===== config.mk =====
export PLATFORM = sky130hd
export DESIGN_NAME = gradient_combiner
export DESIGN_NICKNAME = d
export VERILOG_FILES = /design/src/nn_pkg.sv /design/src/gradient_combiner.sv
export VERILOG_INCLUDE_DIRS = /design/src
export SDC_FILE = /design/constraint.sdc
export NUM_CORES = 1
export LEC_CHECK = 0
export ABC_AREA = 1
export BUFFER_PORTS_ARGS = -buffer_cell sky130_fd_sc_hd__buf_2
export CAP_MARGIN = 20
export CORE_ASPECT_RATIO = 0.75
export CORE_MARGIN = 2
export CORE_UTILIZATION = 51
export CTS_BUF_LIST = sky130_fd_sc_hd__clkbuf_2 sky130_fd_sc_hd__clkbuf_4 sky130_fd_sc_hd__clkbuf_8
export DETAILED_ROUTE_END_ITERATION = 16
export GPL_TIMING_DRIVEN = 0
export HOLD_SLACK_MARGIN = 0.03
export PLACE_DENSITY = 0.93
export SYNTH_ARGS = -nofsm -noshare
export SYNTH_HDL_FRONTEND = slang
export SYNTH_SLANG_ARGS = --single-unit
export TNS_END_PERCENT = 10

===== constraint.sdc =====
create_clock -name clock -period 2.85 [get_ports clock]
set_clock_uncertainty 0.2 [all_clocks]
set_input_delay 0.57 -clock clock [delete_from_list [all_inputs] [get_ports clock]]
set_output_delay 0.57 -clock clock [all_outputs]
set_load 0.1 [all_outputs]

===== src/nn_params.svh =====
`ifndef NN_PARAMS_SVH
`define NN_PARAMS_SVH

// Inputs per neuron
`define NN_INPUTS 2

// Neurons in the layer
`define NN_NODES 3

// Fraction bits of the fixed-point format
`define NN_FRAC 8

// Learning rate as a right shift of the update step
`define NN_RATE_SHIFT 2

`endif


===== src/nn_pkg.sv =====
`include "nn_params.svh"

package nn_pkg;

  // Unsigned forward value, all fraction bits
  typedef logic [`NN_FRAC-1:0] activation_t;

  // Activation widened by one sign bit
  typedef logic signed [`NN_FRAC:0] operand_t;

  // Wide signed value for weights, bias, accumulator and delta
  typedef logic signed [2*(`NN_FRAC+1)-1:0] extended_t;

  // Error passed between layers on the backward path
  typedef logic signed [2*`NN_FRAC-1:0] error_t;

endpackage


===== src/gradient_combiner.sv =====
`timescale 1ns/1ps
`include "nn_params.svh"

module gradient_combiner #(
  parameter int NODES = `NN_NODES
) (
  input  logic                                         clock,
  input  logic                                         reset,

  input  logic [NODES-1:0]                             back_valid,
  input  nn_pkg::error_t [NODES-1:0][`NN_INPUTS-1:0]   back_data,
  output logic                                         back_ready,

  output logic                                         grad_valid,
  output nn_pkg::error_t [`NN_INPUTS-1:0]              grad_data,
  input  logic                                         grad_ready
);

  logic all_valid;
  logic accept;
  nn_pkg::error_t [`NN_INPUTS-1:0] node_sum;

  // Every neuron must present its errors before any is taken
  assign all_valid  = &back_valid;
  assign accept     = all_valid & (!grad_valid | grad_ready);
  assign back_ready = accept;

  // Sum wraps at the error width
  always_comb begin
    node_sum = '0;
    for (int n = 0; n < NODES; n++) begin
      for (int i = 0; i < `NN_INPUTS; i++) begin
        node_sum[i] = node_sum[i] + back_data[n][i];
      end
    end
  end

  always_ff @(posedge clock) begin
    if (reset) begin
      grad_valid <= 1'b0;
    end else if (accept) begin
      grad_valid <= 1'b1;
    end else if (grad_ready) begin
      grad_valid <= 1'b0;
    end
  end

  always_ff @(posedge clock) begin
    if (accept) begin
      grad_data <= node_sum;
    end
  end

endmodule


Word-level counts from Yosys, hierarchy flattened
Cells that the tools add are included.
W data, S select, Z words.
{ "totals": {"register_bits": 33, "in_bits": 102, "output_inout_bits": 34} }
{ "op_classes": {"n_addsub": 4, "muxes": 2, "bitwise": 2, "n_reduce_logical": 3} }
{ "op_table": {"columns": ["operator", "count"], "rows": [
  ["$add A16 B16 Y16", 4],
  ["$reduce_and A3 Y1", 1],
  ["$mux W1", 2],
  ["$reduce_bool A2 Y1", 1],
  ["$and A1 B1 Y1", 1],
  ["$logic_not A1 Y1", 1],
  ["$or A1 B1 Y1", 1]
]} }

Depth between registers and ports, before layout
Gate-level depths: netlist (run 1).
{ "depth": {"depth_word": 4, "mapped_depth": 13} }

Least setup slack after synthesis (run 1)
OpenSTA, ideal clock, no wires.
{ "synth_path": {"path_kind": "register -> output", "startpoint": "reg grad_valid", "endpoint": "out back_ready", "setup_slack_ns": -1.321, "path_stages_with_launch": 4, "path_buffers": 0, "required_time_ns": 2.080, "arrival_time_ns": 3.401, "path_cell_list": "dfxtp_1 > inv_1 > nor2_1 > nor2_1"} }
{ "synth_via": {"elab_chain_len": 3} }
{ "synth_rtl": {"columns": ["item", "line", "rtl"], "rows": [
  ["from (decl)", "gradient_combiner.sv:14", "output logic grad_valid,"],
  ["from (signal assigned)", "gradient_combiner.sv:40", "grad_valid <= 1'b0;"],
  ["from (signal assigned)", "gradient_combiner.sv:42", "grad_valid <= 1'b1;"],
  ["from (signal assigned)", "gradient_combiner.sv:44", "grad_valid <= 1'b0;"],
  ["$logic_not A1 Y1", "gradient_combiner.sv:25", "assign accept = all_valid & (!grad_valid | grad_ready);"],
  ["$or A1 B1 Y1", "gradient_combiner.sv:25", null],
  ["$and A1 B1 Y1", "gradient_combiner.sv:25", null],
  ["to (decl)", "gradient_combiner.sv:12", "output logic back_ready,"]
]} }
No other way between the ends.

Final worst setup path (run 1)
{ "layout_path": {"startpoint": "in back_valid[0]", "endpoint": "out back_ready"} }
{ "layout_via": {"elab_chain_len": 2} }
{ "layout_rtl": {"columns": ["item", "line", "rtl"], "rows": [
  ["from (decl)", "gradient_combiner.sv:10", "input logic [NODES-1:0] back_valid,"],
  ["$reduce_and A3 Y1", "gradient_combiner.sv:24", "assign all_valid = &back_valid;"],
  ["$and A1 B1 Y1", "gradient_combiner.sv:25", null]
]} }
No other way between the ends.

==> impl_metrics.json, run 1 <==
{
  "placed_cell_area_sq_mm": 0.00428,
  "nNetsFinal": 734,
  "start_kind": "input port",
  "postCtsSetupBuffers": 0,
  "p_sw_share_pct": 46.7,
  "dieHeight_microns": 75.7,
  "worst_slew_pin_slew_ns": 0.910,
  "clk_pin_slew_ns": 0.07,
  "viasPerCell": 4.94,
  "hp-start": "reset",
  "yosys_warnings": 0,
  "drcViolationCount": 0,
  "crit_slowest_cell": "buf_2",
  "max_freq_ghz": 0.372,
  "period_share_pct": 94.3,
  "cp.buffers_inverters": 2,
  "yosysTopAreaCell": "edfxtp_1",
  "async_reset_ff_share_pct": 0,
  "h-tree-depth": 2,
  "power_density_mw_per_mm2": 520,
  "r2r_cells": 3,
  "cts_hold_buf": 0,
  "synth_seq_cells": 33,
  "syn-num-nets": 591,
  "maxSlewViolCount": 0,
  "ios": 136,
  "routed_wl_microns": 8260,
  "gp_congestion": 0.903,
  "antenna_cells": 0,
  "synth_ff_type": "edfxtp_1",
  "cp_max_fo": 17,
  "peakVddDrop_mv": 0.201,
  "p_sw_uw": 1060,
  "status": "complete, no violations",
  "cts_resized": 0,
  "die_w_microns": 99.6,
  "power_uw": 2270,
  "synth_seq_area_share_pct": 28.1,
  "r2r_start": "grad_valid",
  "ctsRootBufferMaster": "clkbuf_8",
  "pwr-share-seq_pct": 27.6,
  "track_usage_pct": 22.2,
  "internal-power_uw": 1210,
  "synthDistinctLibCells": 21,
  "crit_type": "in2out",
  "clk_latency_ns": 0.28,
  "yosysTopAreaCellShare_pct": 27.5,
  "syn-instance-count": 429,
  "cpMostUsedCell": "buf_2",
  "grt_pass1_wl_microns": 13100,
  "rsz0062_at_grt": "no",
  "io_buffers": 135,
  "drv_cap": 0,
  "antenna_found_initial": 0,
  "cts_buffers": 5,
  "synth_edf_count": 32,
  "dr.pass1.iters": 5,
  "pwr-share-comb_pct": 57.0,
  "min_path_type": "in2reg",
  "rows": 26,
  "cts_tree": "yes",
  "synth_area_sq_mm": 0.00349,
  "slew_headroom_pct": 39.3,
  "worstPathArrival_ns": 1.92,
  "overflow": 0,
  "antenna_left": 0,
  "synth.most_common_cell": "nand2_1",
  "fin_area_sq_mm": 0.00437,
  "cp_cell_sequence": "buf_2 -> nand3_1 -> nor2_4 -> buf_2",
  "cpPeakStageDelay_ns": 0.53,
  "vias": 3247,
  "r2r-end": "grad_data[10]",
  "die-area_sq_mm": 0.00753,
  "grt_pass1_vias": 3037,
  "grt_max_degree": 18,
  "required_ns": 2.08,
  "leakage_uw": 0.00241,
  "netlist_top_cells_area": "edfxtp_1 28%, fa_1 18%, nand2_1 15%, ha_1 10%, inv_1 9.4%",
  "synthTopCellsByCount": "144 x nand2_1, 87 x inv_1, 32 x edfxtp_1, 32 x fa_1, 28 x ha_1",
  "place_hpwl_microns": 6920,
  "cp_top_family": "simple AND/OR/NAND/NOR gates",
  "timing.final.crit_period_ns": 2.69,
  "core_area_sq_mm": 0.00673,
  "post_drt_wl_per_cell_microns": 12.6,
  "power.share.clock_pct": 15.4,
  "syn_to_final_growth_pct": 25.2,
  "finalSetupViolCount": 0,
  "hold_path_depth": 2,
  "cp-end-kind": "output port",
  "hold_viol_final": 0,
  "avgSynthCellArea_sq_um": 8.14,
  "start_util_pct": 51.9,
  "r2r_setup_slack_ns": 1.11,
  "min_to": "grad_valid",
  "cts_buffer_depth": 2,
  "layout-drive-gt1-share_pct": 29.3,
  "clock_sinks": 33,
  "drtIter0Drc": 121
}
how the worst max path moves through the flow:
| stage | from | to | slack (ns) | depth (start not counted) |
|---|---|---|---|---|
| after CTS | back_valid[0] | back_ready | 0.12 | 4 |
| after global placement | back_valid[0] | back_ready | -0.04 | 4 |
| final | back_valid[0] | back_ready | 0.16 | 4 |
| after detailed placement | back_valid[0] | back_ready | -0.08 | 4 |
| after global routing | back_valid[0] | back_ready | 0.07 | 4 |
| after floorplan | back_data[1] | grad_data[15] | 0.25 | 10 |
placed cells by master (no fill, tap or decap), types with 6 or more instances in the layout:
cell type and n:
nand4_1 6, nor2_1 22, fa_1 32, inv_1 87, xor2_1 8, xnor2_1 8, nand3_1 18, buf_2 135
a21oi_1 14, edfxtp_1 32, ha_1 28, nand2_1 144, nand2_2 6
sequential cells by signal, indices dropped and copies added (netlist names):
| signal | cells |
|---|---|
| grad_data | 32 |
| grad_valid | 1 |
stage by stage:
| step | std cells | utilization (%) | hold WS [ns] | worst slack, ns | TNS (ns) |
|---|---|---|---|---|---|
| 2_1_floorplan | 429 | - | 0.439 | 0.254 | 0 |
| 3_3_place_gp | 648 | 63.6 | 0.358 | -0.0441 | -0.0441 |
| 3_5_place_dp | 648 | 63.6 | 0.363 | -0.0823 | -0.296 |
| 4_1_cts | 657 | 64.9 | 0.233 | 0.124 | 0 |
| 5_1_grt | 657 | 64.9 | 0.244 | 0.0666 | 0 |
| 6_report | 657 | 64.9 | 0.243 | 0.163 | 0 |
logic make-up after synthesis:
kind of cell             Yosys count  share of synthesized area, %
XOR/XNOR                          16                          4.01
buffers and inverters             89                          9.57
AO/OA/AOI/OAI                     16                          3.08
AND/OR/NAND/NOR                  215                          26.9
flip-flops                        33                          28.1
adder cells (fa/ha/maj)           60                          28.4
cell type report:
| type | count | area, sq um |
|---|---|---|
| flip-flops and latches | 33 | 981 |
| inverters | 89 | 334 |
| multi-input cells | 308 | 2190 |
| repair buffers | 135 | 676 |
| fillers | 569 | 2360 |
| clock inverters | 3 | 17.5 |
| clock buffers | 5 | 68.8 |
| well taps | 84 | 105 |
per-layer routing:
metal  up-vias  global-route usage (%)  part of all wire [%]  wire (microns)
li1       1610                       -                     -               -
met1      1479                    27.6                    43            3540
met2       147                    40.8                    48            3990
met3        11                    4.40                   7.7             640
met4         0                    4.87                   1.2              96
met5         -                       0                     0               0
power by group through the flow:
stage                     combinational, uW  clock [uW]  sequential, uW
after floorplan                         740           0             876
after global placement                 1220           0             638
after detailed placement               1280           0             638
after CTS                              1290         367             628
after global routing                   1440         391             630
final                                  1300         351             628
Note: power is estimated with default switching activity, not from simulation.
==> inputs of run 2 (changes only) <==
--- a/config.mk
+++ b/config.mk
@@ -6,12 +6,11 @@
 export SDC_FILE = /design/constraint.sdc
 export NUM_CORES = 1
 export LEC_CHECK = 0
-export ABC_AREA = 1
 export BUFFER_PORTS_ARGS = -buffer_cell sky130_fd_sc_hd__buf_2
 export CAP_MARGIN = 20
 export CORE_ASPECT_RATIO = 0.75
 export CORE_MARGIN = 2
-export CORE_UTILIZATION = 51
+export CORE_UTILIZATION = 50
 export CTS_BUF_LIST = sky130_fd_sc_hd__clkbuf_2 sky130_fd_sc_hd__clkbuf_4 sky130_fd_sc_hd__clkbuf_8
 export DETAILED_ROUTE_END_ITERATION = 16
 export GPL_TIMING_DRIVEN = 0
==> run 2 against run 1 <==
- critical path depth grew 6
- sequential share of layout area increased by 1.2 points
- non-clock buffer count is 3 higher
- wire length decreased by 4.2%
- highest routed layer unchanged
- final cell count is 23% lower
- critical path type is now in2reg
- hold slack worse by 0.012 ns
- clock-buffer cell count is 1 higher
- register-to-register slack worse by 0.09 ns
- setup slack worse by 0.15 ns
- total power grew 3.2%
- first-iteration DRC count decreased by 3.3%
==> impl_metrics.json, run 2 <==
{
  "status": "complete, no violations",
  "clock_sinks": 33,
  "cp.buffers_inverters": 2,
  "drtIter0Drc": 117,
  "grt_pass1_vias": 2679,
  "setup_ws_ns": 0.0133,
  "finalSetupViolCount": 0,
  "clk_latency_ns": 0.28,
  "cts_buffers": 5,
  "syn_to_final_growth_pct": 30.0,
  "maxSlewViolCount": 0,
  "die_w_microns": 96.3,
  "avgSynthCellArea_sq_um": 11.4,
  "synth_area_sq_mm": 0.00320,
  "ios": 136,
  "crit_type": "in2reg",
  "reg.largest.list": "grad_data x32, grad_valid x1",
  "layout-drive-gt1-share_pct": 42.0,
  "cts_buffer_depth": 2,
  "multi_input_area_sq_mm": 0.00221,
  "min_path_type": "in2reg",
  "max_freq_ghz": 0.353,
  "antenna_found_initial": 0,
  "syn-instance-count": 281,
  "fin_area_sq_mm": 0.00416,
  "required_ns": 2.68,
  "syn-num-nets": 443,
  "nNetsFinal": 585,
  "overflow": 0,
  "cts_tree": "yes",
  "yosysTopAreaCellShare_pct": 30.1,
  "dp_cells": 497,
  "largest-register": "grad_data",
  "dp_slack_ns": -0.500,
  "routed_wl_microns": 7920,
  "worst_slew_pin_slew_ns": 0.911,
  "viasPerCell": 5.45,
  "synth_seq_area_share_pct": 30.7,
  "final_cells": 505,
  "start_util_pct": 51.1,
  "track_usage_pct": 22.1,
  "die-area_sq_mm": 0.00706,
  "timing.final.crit_period_ns": 2.84,
  "r2r_start": "grad_valid",
  "grt_max_degree": 18,
  "hold_viol_final": 0,
  "utilization_pct": 66.4,
  "largest_register_ff_count": 32,
  "cpPeakStageDelay_ns": 0.57,
  "startpoint": "back_data[17]",
  "hp-start": "reset",
  "io_buffers": 135,
  "dr.pass1.iters": 5,
  "synth_seq_cells": 33,
  "synth_ff_type": "edfxtp_1",
  "power_uw": 2350,
  "synthTopCellsByCount": "32 x edfxtp_1, 32 x fa_1, 28 x ha_1",
  "slew_headroom_pct": 39.0,
  "core_area_sq_mm": 0.00626,
  "post_drt_wl_per_cell_microns": 15.7,
  "n_fill_cell": 518,
  "seq_area_sq_um": 981,
  "async_reset_ff_share_pct": 0,
  "ctsRootBufferMaster": "clkbuf_8",
  "grt_pass1_wl_microns": 11800,
  "layout_common_cells": "138 x buf_2, 32 x edfxtp_1, 30 x fa_1",
  "clk_pin_slew_ns": 0.07,
  "leakage_uw": 0.00192,
  "cp_top_family": "adder cells",
  "yosysTopAreaCell": "edfxtp_1",
  "cp-end-kind": "flop",
  "yosys_warnings": 0,
  "placed_cell_area_sq_mm": 0.00398,
  "place_hpwl_microns": 6300,
  "h-tree-depth": 2,
  "synth_edf_count": 32,
  "dieHeight_microns": 73.3,
  "cp_max_fo": 3,
  "synthDistinctLibCells": 56,
  "worstPathArrival_ns": 2.67,
  "drv_cap": 0,
  "rows": 25,
  "gp_congestion": 0.852,
  "vias": 2752,
  "drcViolationCount": 0,
  "cp_cell_sequence": "buf_2 -> fa_1 -> ha_2 -> inv_1 -> fa_2 -> nand2b_4 -> a21oi_4 -> o2111ai_4 -> a31oi_2 -> xor2_1",
  "antenna_cells": 0,
  "peakVddDrop_mv": 0.301,
  "antenna_left": 0,
  "start_kind": "input port",
  "netlist_top_cells_area": "edfxtp_1 30%, fa_1 20%, ha_1 11%, xnor2_1 5.5%, a21oi_1 3.3%",
  "period_share_pct": 99.5,
  "rsz0062_at_grt": "yes",
  "crit_slowest_cell": "fa_1",
  "final_common_cell": "buf_2",
  "power_density_mw_per_mm2": 565
}
-- run 2: through the flow --
stage,setup TNS (ns),hold slack [ns]
2_1_floorplan,-0.139,0.439
3_3_place_gp,-3.78,0.301
3_5_place_dp,-4.52,0.302
4_1_cts,-0.0158,0.226
5_1_grt,-0.0747,0.233
6_report,0,0.232
-- run 2: path summary, 6_finish.rpt --
check	endpoint	slack [ns]	depth (start not counted)
setup / recovery	grad_data[29]	0.01	10
hold / removal	grad_valid	0.23	2
setup reg to reg	grad_data[21]	1.02	2
hold reg to reg	grad_valid	0.40	2
-- run 2: timing repair --
item / CTS / global route
gates cloned: 1 / 0
pin swaps: 3 / 2
hold buffers: 0 / 0
endpoints found under the hold margin: 0 / 0
setup endpoints to repair: 8 / 8
buffers inserted: 0 / 0
gates resized for setup: 10 / 9
-- run 2: final cells by class --
type                       count  area share [%]
multi-input combinational    221            53.1
sequential                    33            23.6
timing repair buffer         135            16.3
tap                           81            2.44
inverter                      24            2.17
clock buffer                   6            1.84
buffer                         3           0.361
clock inverter                 2           0.241
-- run 2: kinds of logic after synthesis --
kind of cell	share of synthesized area, %
AO/OA/AOI/OAI	16.4
XOR/XNOR	7.12
adder cells (fa/ha/maj)	31.0
buffers and inverters	3.40
flip-flops	30.7
multiplexers	0.939
AND/OR/NAND/NOR	10.4
-- run 2: layer usage --
layer / vias to the layer above / routed length (microns) / track usage, %
met5: - / 0 / 0
met4: 0 / 81 / 4.54
met3: 10 / 602 / 4.92
met2: 129 / 4100 / 40.4
met1: 1311 / 3130 / 26.8
li1: 1302 / - / -
-- run 2: power breakdown --
part / internal, uW / switching, uW
Clock: 179 / 176
Combinational: 497 / 855
Sequential: 629 / 10.7
Total: 1310 / 1040
